$ cat config.mk
export PLATFORM = sky130hd
export DESIGN_NAME = singleCoreCi
export DESIGN_NICKNAME = d
export VERILOG_FILES = /design/src/hdl/socPkg.sv /design/src/hdl/singleCoreCi.sv /design/src/hdl/busArbiter.sv /design/src/hdl/profileCounters.sv /design/src/hdl/profileControl.sv /design/src/hdl/delayCi.sv /design/src/hdl/swapByteCi.sv /design/src/hdl/resetSequencer.sv
export VERILOG_INCLUDE_DIRS = /design/src /design/src/hdl
export SDC_FILE = /design/constraint.sdc
export NUM_CORES = 1
export LEC_CHECK = 0
export BUFFER_PORTS_ARGS = -buffer_cell sky130_fd_sc_hd__buf_4
export CAP_MARGIN = 5
export CORE_ASPECT_RATIO = 0.6
export CORE_MARGIN = 2
export CORE_UTILIZATION = 41
export CTS_CLUSTER_SIZE = 28
export DETAILED_ROUTE_END_ITERATION = 7
export GPL_ROUTABILITY_DRIVEN = 0
export PLACE_DENSITY_LB_ADDON = 0.1
export SLEW_MARGIN = 40
export SYNTH_ARGS = -nofsm -noshare
export SYNTH_HDL_FRONTEND = slang
export SYNTH_SLANG_ARGS = --single-unit
$ cat constraint.sdc
create_clock -name s_systemClock -period 5.3 [get_ports s_systemClock]
set_input_delay 0.265 -clock s_systemClock [delete_from_list [all_inputs] [get_ports s_systemClock]]
set_output_delay 0.265 -clock s_systemClock [all_outputs]
set_load 0.01 [all_outputs]
$ cat src/hdl/soc_consts.svh
`ifndef SOC_CONSTS_SVH
`define SOC_CONSTS_SVH

// Custom-instruction port
`define CI_WIDTH             32
`define CI_OPCODE_WIDTH      8

// Custom-instruction numbers
`define CI_SWAP_BYTE         1
`define CI_DELAY             6
`define CI_PROFILE           11

`define RESET_COUNT_BITS     5   // Top bit sets 16 cycles after lock
`define CLOCKS_PER_US        8

`define NUM_REQUESTERS       4
`define NUM_PROFILE_COUNTERS 3

`endif
$ cat src/hdl/socPkg.sv
`include "soc_consts.svh"

package socPkg;

  typedef logic [`CI_WIDTH-1:0] ciWord_t;

  typedef enum logic [`CI_OPCODE_WIDTH-1:0] {
    ciSwapByte = `CI_SWAP_BYTE,
    ciDelay    = `CI_DELAY,
    ciProfile  = `CI_PROFILE
  } ciOpcode_t;

  // Bit 3 dcache, 2 icache, 1 video, 0 camera
  typedef logic [`NUM_REQUESTERS-1:0] grantVec_t;

  typedef enum logic {arbIdle, arbGranted} arbState_t;

  typedef enum logic {delayIdle, delayCounting} delayState_t;

  typedef enum logic [1:0] {
    profCycles,
    profStall,
    profBusIdle
  } profileSel_t;

endpackage

$ cat src/hdl/singleCoreCi.sv
`timescale 1ns/10ps
`include "soc_consts.svh"

module singleCoreCi (
  input  logic              s_systemClock,
  input  logic              s_pllLocked,
  input  logic              ciStart,
  input  socPkg::ciOpcode_t ciN,
  input  socPkg::ciWord_t   ciDataA,
  input  socPkg::ciWord_t   ciDataB,
  input  socPkg::grantVec_t busRequests,
  input  logic              endTransaction,
  input  logic              cpuStalled,
  output logic              ciDone,
  output socPkg::ciWord_t   ciResult,
  output socPkg::grantVec_t busGrants
);

  logic                             unitReset;
  logic                             unitStart;
  logic                             swapDone, delayDone, profileDone;
  socPkg::ciWord_t                  swapResult, delayResult, profileResult;
  logic [`NUM_PROFILE_COUNTERS-1:0] counterEnable;
  logic [`NUM_PROFILE_COUNTERS-1:0] counterClear;
  logic                             busIdle;

  resetSequencer resetSeq (.s_systemClock(s_systemClock), .s_pllLocked(s_pllLocked),
                           .unitReset(unitReset));

  // No unit may answer while still in reset
  assign unitStart = ciStart & ~unitReset;

  swapByteCi swapByte (.ciStart(unitStart), .ciN(ciN), .ciDataA(ciDataA),
                       .ciDataB(ciDataB), .done(swapDone), .result(swapResult));

  delayCi delayMicro (.s_systemClock(s_systemClock), .unitReset(unitReset),
                      .ciStart(unitStart), .ciN(ciN), .ciDataA(ciDataA),
                      .done(delayDone), .result(delayResult));

  profileControl profCtrl (.s_systemClock(s_systemClock), .unitReset(unitReset),
                           .ciStart(unitStart), .ciN(ciN), .ciDataB(ciDataB),
                           .counterEnable(counterEnable), .counterClear(counterClear));

  profileCounters profCnt (.s_systemClock(s_systemClock), .unitReset(unitReset),
                           .ciStart(unitStart), .ciN(ciN), .ciDataA(ciDataA),
                           .counterEnable(counterEnable), .counterClear(counterClear),
                           .cpuStalled(cpuStalled), .busIdle(busIdle),
                           .done(profileDone), .result(profileResult));

  busArbiter arbiter (.s_systemClock(s_systemClock), .unitReset(unitReset),
                      .busRequests(busRequests), .endTransaction(endTransaction),
                      .busGrants(busGrants), .busIdle(busIdle));

  // Idle units hold done and result at zero
  assign ciDone   = swapDone | delayDone | profileDone;
  assign ciResult = swapResult | delayResult | profileResult;

endmodule

$ cat src/hdl/busArbiter.sv
`timescale 1ns/10ps
`include "soc_consts.svh"

module busArbiter (
  input  logic              s_systemClock,
  input  logic              unitReset,
  input  socPkg::grantVec_t busRequests,
  input  logic              endTransaction,
  output socPkg::grantVec_t busGrants,
  output logic              busIdle
);

  socPkg::arbState_t state;
  socPkg::grantVec_t winner;

  // Ascending scan so the highest set bit ends up winning
  always_comb begin
    winner = '0;
    for (int i = 0; i < `NUM_REQUESTERS; i++) begin
      if (busRequests[i]) begin
        winner    = '0;
        winner[i] = 1'b1;
      end
    end
  end

  always_ff @(posedge s_systemClock) begin
    if (unitReset) begin
      state     <= socPkg::arbIdle;
      busGrants <= '0;
    end else begin
      case (state)
        socPkg::arbIdle: begin
          if (busRequests != '0) begin
            state     <= socPkg::arbGranted;
            busGrants <= winner;
          end
        end
        socPkg::arbGranted: begin
          if (endTransaction) begin
            state     <= socPkg::arbIdle;
            busGrants <= '0;  // Drops on the edge after the end strobe
          end
        end
        default: begin
          state     <= socPkg::arbIdle;
          busGrants <= '0;
        end
      endcase
    end
  end

  assign busIdle = (state == socPkg::arbIdle);

endmodule

$ cat src/hdl/profileCounters.sv
`timescale 1ns/10ps
`include "soc_consts.svh"

module profileCounters (
  input  logic                             s_systemClock,
  input  logic                             unitReset,
  input  logic                             ciStart,
  input  socPkg::ciOpcode_t                ciN,
  input  socPkg::ciWord_t                  ciDataA,
  input  logic [`NUM_PROFILE_COUNTERS-1:0] counterEnable,
  input  logic [`NUM_PROFILE_COUNTERS-1:0] counterClear,
  input  logic                             cpuStalled,
  input  logic                             busIdle,
  output logic                             done,
  output socPkg::ciWord_t                  result
);

  socPkg::ciWord_t                  counters [`NUM_PROFILE_COUNTERS];
  logic [`NUM_PROFILE_COUNTERS-1:0] countEvent;
  logic                             readStart;
  socPkg::profileSel_t              readSel;

  // Indexed by profileSel_t
  assign countEvent = {busIdle, cpuStalled, 1'b1};

  always_ff @(posedge s_systemClock) begin
    for (int i = 0; i < `NUM_PROFILE_COUNTERS; i++) begin
      if (unitReset || counterClear[i]) begin
        counters[i] <= '0;
      end else if (counterEnable[i] && countEvent[i]) begin
        counters[i] <= counters[i] + 1'b1;
      end
    end
  end

  assign readStart = ciStart && (ciN == socPkg::ciProfile);
  assign readSel   = socPkg::profileSel_t'(ciDataA[1:0]);
  assign done      = readStart;

  // Reads the value from before the edge
  always_comb begin
    result = '0;
    if (readStart) begin
      case (readSel)
        socPkg::profCycles:  result = counters[socPkg::profCycles];
        socPkg::profStall:   result = counters[socPkg::profStall];
        socPkg::profBusIdle: result = counters[socPkg::profBusIdle];
        default:             result = '0;  // Unused selector
      endcase
    end
  end

endmodule

$ cat src/hdl/profileControl.sv
`timescale 1ns/10ps
`include "soc_consts.svh"

module profileControl (
  input  logic                             s_systemClock,
  input  logic                             unitReset,
  input  logic                             ciStart,
  input  socPkg::ciOpcode_t                ciN,
  input  socPkg::ciWord_t                  ciDataB,
  output logic [`NUM_PROFILE_COUNTERS-1:0] counterEnable,
  output logic [`NUM_PROFILE_COUNTERS-1:0] counterClear
);

  logic                             writeStart;
  logic [`NUM_PROFILE_COUNTERS-1:0] setMask;
  logic [`NUM_PROFILE_COUNTERS-1:0] resetMask;
  logic [`NUM_PROFILE_COUNTERS-1:0] clearMask;

  assign writeStart = ciStart && (ciN == socPkg::ciProfile);
  assign setMask    = ciDataB[0 +: `NUM_PROFILE_COUNTERS];
  assign resetMask  = ciDataB[4 +: `NUM_PROFILE_COUNTERS];
  assign clearMask  = ciDataB[8 +: `NUM_PROFILE_COUNTERS];

  always_ff @(posedge s_systemClock) begin
    if (unitReset) begin
      counterEnable <= '0;
      counterClear  <= '0;
    end else begin
      counterClear <= writeStart ? clearMask : '0;  // Single-cycle pulse
      if (writeStart) begin
        counterEnable <= (counterEnable | setMask) & ~resetMask;  // Disable wins
      end
    end
  end

endmodule

$ cat src/hdl/delayCi.sv
`timescale 1ns/10ps
`include "soc_consts.svh"

module delayCi (
  input  logic              s_systemClock,
  input  logic              unitReset,
  input  logic              ciStart,
  input  socPkg::ciOpcode_t ciN,
  input  socPkg::ciWord_t   ciDataA,
  output logic              done,
  output socPkg::ciWord_t   result
);

  localparam int DividerBits = $clog2(`CLOCKS_PER_US);

  socPkg::delayState_t    state;
  socPkg::ciWord_t        usRemaining;
  logic [DividerBits-1:0] tickDivider;
  logic                   tickWrap;
  logic                   startDelay;

  assign startDelay = ciStart && (ciN == socPkg::ciDelay);
  assign tickWrap   = (tickDivider == DividerBits'(`CLOCKS_PER_US - 1));
  assign done       = (state == socPkg::delayCounting) && (usRemaining == '0);
  assign result     = '0;

  always_ff @(posedge s_systemClock) begin
    if (unitReset) begin
      state <= socPkg::delayIdle;
    end else begin
      case (state)
        socPkg::delayIdle: begin
          if (startDelay) begin
            state <= socPkg::delayCounting;
          end
        end
        socPkg::delayCounting: begin
          if (done) begin
            state <= socPkg::delayIdle;  // Starts meanwhile are dropped
          end
        end
        default: state <= socPkg::delayIdle;
      endcase
    end
  end

  // Idle keeps reloading, so the start edge captures the operand
  always_ff @(posedge s_systemClock) begin
    if (state == socPkg::delayIdle) begin
      usRemaining <= ciDataA;
      tickDivider <= '0;
    end else if (tickWrap) begin
      usRemaining <= usRemaining - 1'b1;
      tickDivider <= '0;
    end else begin
      tickDivider <= tickDivider + 1'b1;
    end
  end

endmodule

$ cat src/hdl/swapByteCi.sv
`timescale 1ns/10ps

module swapByteCi (
  input  logic              ciStart,
  input  socPkg::ciOpcode_t ciN,
  input  socPkg::ciWord_t   ciDataA,
  input  socPkg::ciWord_t   ciDataB,
  output logic              done,
  output socPkg::ciWord_t   result
);

  socPkg::ciWord_t swapped;

  always_comb begin
    if (ciDataB[0]) begin
      swapped = {ciDataA[23:16], ciDataA[31:24], ciDataA[7:0], ciDataA[15:8]};  // Per half
    end else begin
      swapped = {ciDataA[7:0], ciDataA[15:8], ciDataA[23:16], ciDataA[31:24]};  // Full word
    end
  end

  assign done   = ciStart && (ciN == socPkg::ciSwapByte);
  assign result = done ? swapped : '0;

endmodule

$ cat src/hdl/resetSequencer.sv
`timescale 1ns/10ps
`include "soc_consts.svh"

module resetSequencer (
  input  logic s_systemClock,
  input  logic s_pllLocked,
  output logic unitReset
);

  logic [`RESET_COUNT_BITS-1:0] resetCount;

  // Counts up after lock and parks once the top bit is set
  always_ff @(posedge s_systemClock or negedge s_pllLocked) begin
    if (!s_pllLocked) begin
      resetCount <= '0;
    end else if (!resetCount[`RESET_COUNT_BITS-1]) begin
      resetCount <= resetCount + 1'b1;
    end
  end

  assign unitReset = ~resetCount[`RESET_COUNT_BITS-1];

endmodule

## Word level (Yosys, flattened, before mapping)

Memories as Yosys holds them, arrays and structs flattened.
Cells that the tools add are included.

- Register bits: 52
- Latch bits: 0
- Bits in writable memories: 96
- Memory bits (read-only): 0
- Input port bits: 81
- Output and inout port bits: 37
- Word-level logic and storage cells: 91
- Memories kept: 1

Memories:

| memory | words | width | rd ports | clocked after memory_dff | wr ports | RTL line | text |
|---|---|---|---|---|---|---|---|
| profCnt.counters | 3 | 32 | 3 | 0 | 3 | profileCounters.sv:18 | `` socPkg::ciWord_t counters [`NUM_PROFILE_COUNTERS]; `` |

- Add/sub/neg operators: 6
- Multiply operators: 0
- Divide/modulo/power cells: 0
- $lt $le $gt $ge: 0
- Equal/unequal tests: 9
- Shifts and indexed selects: 0
- Multiplexer cells: 38
- Bitwise gates (word level): 13
- Reduce and logical (&&, ||, !) cells: 15

Operator list:

| kind | count |
|---|---|
| 32-bit two-way mux | 8 |
| 32-bit by 1-bit adder with 32-bit output (second input constant) | 3 |
| 32-bit case mux with 3 select lines | 1 |
| 32-bit logical NOT | 1 |
| 32-bit OR | 1 |
| 32-bit by 1-bit subtractor with 32-bit output (second input constant) | 1 |
| 1-bit two-way mux | 20 |
| 4-bit two-way mux | 3 |
| 8-bit by 1-bit equality test with 1-bit output (second input constant) | 1 |
| 8-bit by 3-bit equality test with 1-bit output (second input constant) | 1 |
| 8-bit by 4-bit equality test with 1-bit output (second input constant) | 1 |
| 4-bit case mux with 2 select lines | 1 |
| 1-bit logical AND | 6 |
| 2-bit inequality test (second input constant) | 3 |
| 5-bit by 1-bit adder with 5-bit output (second input constant) | 1 |
| 5-bit two-way mux | 1 |
| 1-bit OR | 5 |
| 1-bit case mux with 2 select lines | 2 |
| 2-bit AND reduction | 2 |
| 4-bit nonzero test | 1 |
| 3-bit by 1-bit adder with 3-bit output (second input constant) | 1 |
| 3-bit bitwise AND | 1 |
| 3-bit equality test (second input constant) | 1 |
| 1-bit logical OR | 3 |
| other kinds (10) | 12 |

## Logic depth before layout (Yosys ltp)

- Depth after elaboration: 6
- Gate-level depth with buffers: 8

## Hierarchy

A second synthesis with hierarchy kept.

- Cells, all modules: 1116
- Area total of the unflattened synthesis: 10426.2 µm²

Modules (own cells, without submodules):

| module | instances | cells an instance | area each (µm²) | seq. area each (µm²) |
|---|---|---|---|---|
| profileCounters | 1 | 683 | 6267.3 | 2882.8 |
| delayCi | 1 | 250 | 2372.3 | 1041.0 |
| swapByteCi | 1 | 84 | 848.3 | 0.0 |
| profileControl | 1 | 24 | 286.5 | 120.1 |
| busArbiter | 1 | 26 | 221.5 | 100.1 |
| resetSequencer | 1 | 15 | 217.7 | 125.1 |
| singleCoreCi | 1 | 34 | 212.7 | 0.0 |

## Worst setup path before layout

OpenSTA, ideal clock, no wires.

- Path kind: register -> register
- From: register profCtrl.counterEnable[2]
- To: memory profCnt.counters[2][0] (netlist bit), enable pin
- Setup time: 466 ps
- Arrival time: 2657 ps
- Required time: 4834 ps
- Setup slack: 2177 ps
- Stages on the path, launching flop included: 3
- Path buffers: 0
- Clock period less this slack: 3123 ps
- Path through: dfxtp_1 -> inv_1 -> o21ai_0

RTL lines:

| what | RTL line | text |
|---|---|---|
| start: declaration | profileControl.sv:10 | `` output logic [`NUM_PROFILE_COUNTERS-1:0] counterEnable, `` |
| start signal: assignment | profileControl.sv:31 | `counterEnable <= (counterEnable \| setMask) & ~resetMask;` |
| end: declaration | profileCounters.sv:18 |  |

## Worst setup path in the final report

- From: register delayMicro.usRemaining[0]
- To: output port ciDone

- Cells in the longest elaborated chain, start to end: 4

Ends and longest elaborated chain:

| what | RTL line | text |
|---|---|---|
| start: declaration | delayCi.sv:17 | `socPkg::ciWord_t usRemaining;` |
| start signal: assignment | delayCi.sv:50 | `usRemaining <= ciDataA;` |
| start signal: assignment | delayCi.sv:53 | `usRemaining <= usRemaining - 1'b1;` |
| 32-bit logical NOT | delayCi.sv:24 | `assign done = (state == socPkg::delayCounting) && (usRemaining == '0);` |
| 1-bit logical AND | delayCi.sv:24 |  |
| 1-bit OR (2 in series) | singleCoreCi.sv:55 | `assign ciDone = swapDone \| delayDone \| profileDone;` |
| end: declaration | singleCoreCi.sv:14 | `output logic ciDone,` |

Every way passes these cells.

==> summary.txt <==
Outcome
  • Status: complete, no violations

Synth
  • Synthesized flop and latch total: 148
  • Top cells by area, synth: edfxtp_1 (43%), mux2i_1 (7.4%), nor2_1 (7.4%)
  • Avg Cell Area, Syn: 9.63 um^2
  • Netlist cell types: 45
  • Number of flops mapped to enable cells by yosys: 128
  • Post-synthesis sequential area ratio: 0.476
  • Cell taking the most area after synthesis: edfxtp_1
  • Post-synthesis cell area: 8960 um^2
  • Post-Synthesis Cells: 931
  • Commonest register cell after synthesis: edfxtp_1
  • Yosys warnings: 0
  • Post-synth ARST share: 0.0338
  • Synthesized Nets: 1019
  • Yosys top cell area share: 0.429

Global routing
  • Remaining Overflow, GRT: 0
  • Global Route Usage Sum: 0.214
  • Initial antenna violation count: 0
  • Largest net degree at the start of global routing: 62
  • First-pass GRT wire length: 38000 um
  • Number of global-route vias before repair: 6573

STA
  • Setup TNS: 0 ps
  • Min Tclk post-route: 3610 ps
  • RSZ-0062 raised after global routing: false
  • Fin Hold WS: 22.7 ps
  • Slew Viols, Final: 0
  • Final setup violation count: 0
  • FMAX: 0.277 GHz
  • Skew final: 7.35 ps
  • Worst slew pin tran: 738 ps
  • Rel. slew slack: 0.505
  • Fin crit share: 0.680
  • Setup ws final: 1690 ps
  • Final hold violation count: 0

Floorplan
  • Die Y: 119 um
  • Die area: 23100 um^2
  • Number of cell rows: 41
  • Num ports: 118
  • Die X: 195 um
  • Core footprint: 21200 um^2
  • Initial Util: 0.422

Layout
  • Post-route cell area: 10500 um^2
  • Nets@finish: 1094
  • Fillers: 2025
  • P&R area growth vs syn: 17.0%
  • Layout cells sized above 1: 0.147
  • Post-Route Utilization: 0.494

Placed design
  • Area after DPL: 9930 um^2
  • Pre-CTS WS: 2160 ps
  • Port-buffer cells: 94
  • Detail Placement HPWL: 17500 um

Clock tree
  • Clock root cell: clkbuf_16
  • Clock transition at the registers of the reported paths: 60 ps
  • Post-CTS sizing: 0
  • Clk sinks: 148
  • CTS tree: built
  • CTS Buffer Depth: 2
  • H-tree levels: 4
  • Clk_lat worst skew: 430 ps
  • Total CTS buffers: 17

Worst setup path
  • CP Data Required Time: 5040 ps
  • Critical Path AT: 3340 ps
  • Worst setup EP type: output port
  • CP bufs+invs: 2
  • Critical path's slowest cell: or3_1
  • Critical Path Start Type: flip-flop
  • Max incr delay on CP: 580 ps
  • Crit path max fanout: 11
  • Critical path type: flip-flop to output port
  • Worst-path cell chain: inv_1 > ha_1 > or3b_2 > or3_1 > nor3_4 > or4b_1 > nand3b_1 > buf_4
  • Worst path top cell family by delay: simple AND/OR/NAND/NOR gates

Power and ir drop
  • Peak VDD IR: 217 uV
  • Pwr Density: 265 nW/um^2
  • Leakage: 3.88 nW

Detailed routing
  • WL per Instance: 18.7 um
  • DRC viols: 0
  • Vias: 7178
  • Vias per cell: 5.53
  • TritonRoute pass-1 iters: 5
  • Initial detailed-routing violation count: 643
  • Post-route antenna net violation count: 0
  • Final wirelength: 24300 um

Min path
  • Min-delay worst type: primary input to flip-flop

Flow run
  • Max-capacitance violation count: 0
state kept, by name (all words and copies together), names as in the netlist:
signal and cells:
arbiter.state 1, delayMicro.usRemaining 32, delayMicro.tickDivider 3, profCtrl.counterClear 3, profCnt.counters 96, profCtrl.counterEnable 3, arbiter.busGrants 4, delayMicro.state 1
resetSeq.resetCount 5
report_power, final:
group / switching, mW / internal (mW) / total [mW] / leakage (nW)
registers: 0.0457 / 1.31 / 1.36 / 1.28
clock network: 0.478 / 0.661 / 1.14 / 0.270
logic: 0.156 / 0.122 / 0.278 / 2.33
total: 0.680 / 2.09 / 2.77 / 3.88
layout make-up:
cell class	instances	area (um^2)	area share
Timing Repair Buffer	110	831	0.0792
Antenna cell	1	2.50	0.000239
Clock inverter	5	25.0	0.00239
Tap cell	279	349	0.0333
Inverter	23	86.3	0.00823
Multi-Input combinational cell	706	4410	0.420
Clock buffer	27	514	0.0490
Sequential cell	148	4270	0.407
placed cells by master, fill, tap and decap left out, types with 21 or more instances in the layout:
cell type  netlist  final
nor4_1          21     21
nand4_1         22     22
edfxtp_1       128    128
buf_4            0    108
nand2_1         34     34
xor2_1          39     39
o22ai_1         33     33
nand3_1         38     38
inv_1           23     23
nor3_1          22     22
xnor2_1         70     70
nor2_1         176    175
mux2i_1         66     66
a21oi_1         76     76
routing by layer:
layer,GRT usage,vias to the layer above,part of all wire
met5,0,-,0
met4,0.0406,0,0.0061
met3,0.0422,13,0.059
met2,0.285,197,0.40
met1,0.350,3448,0.54
li1,-,3520,-
worst paths after layout:
path	start	endpoint	slack, ps	cells past startpoint
worst max-delay path	delayMicro.usRemaining[0]	ciDone	1690	8
worst min-delay path	ciDataB[4]	profCtrl.counterEnable[0]	20	2
worst max register to register	delayMicro.usRemaining[0]	delayMicro.state	2350	7
worst min register to register	delayMicro.tickDivider[0]	delayMicro.tickDivider[0]	430	1
max in group asynchronous	s_pllLocked	resetSeq.resetCount[4]	5000	2
min in group asynchronous	s_pllLocked	resetSeq.resetCount[1]	200	2
repair_timing:
item | in CTS | in global routing
hold endpoints to repair | 6 | 0
setup buffers | 0 | 0
hold buffers | 2 | 0
cells in the mapped netlist, types with 12 or more instances:
master    count
nand3_1      38
nor2_1      176
nand4_1      22
xnor2_1      70
or3_1        19
nor4_1       21
inv_1        23
dfxtp_1      15
and3_1       13
mux2i_1      66
nand2_1      34
edfxtp_1    128
a21oi_1      76
nor3_1       22
and4_1       12
o22ai_1      33
o21ai_0      12
clkbuf_1     47
xor2_1       39
logic make-up after synthesis:
kind of cell	synth area share
adders and majority gates	0.00977
AOI/OAI and AO/OA	0.0831
and+or+nand+nor	0.216
buffers and inverters	0.0335
DFF	0.476
muxes	0.0750
xor gates and xnor gates	0.107
per-stage QoR:
step,power (mW),instances
after floorplan,1.55,931
after global placement,1.66,1264
after detailed placement,1.66,1264
after CTS,2.80,1298
after global routing,2.88,1298
final,2.77,1299
Power figures use the tool's default switching activity.
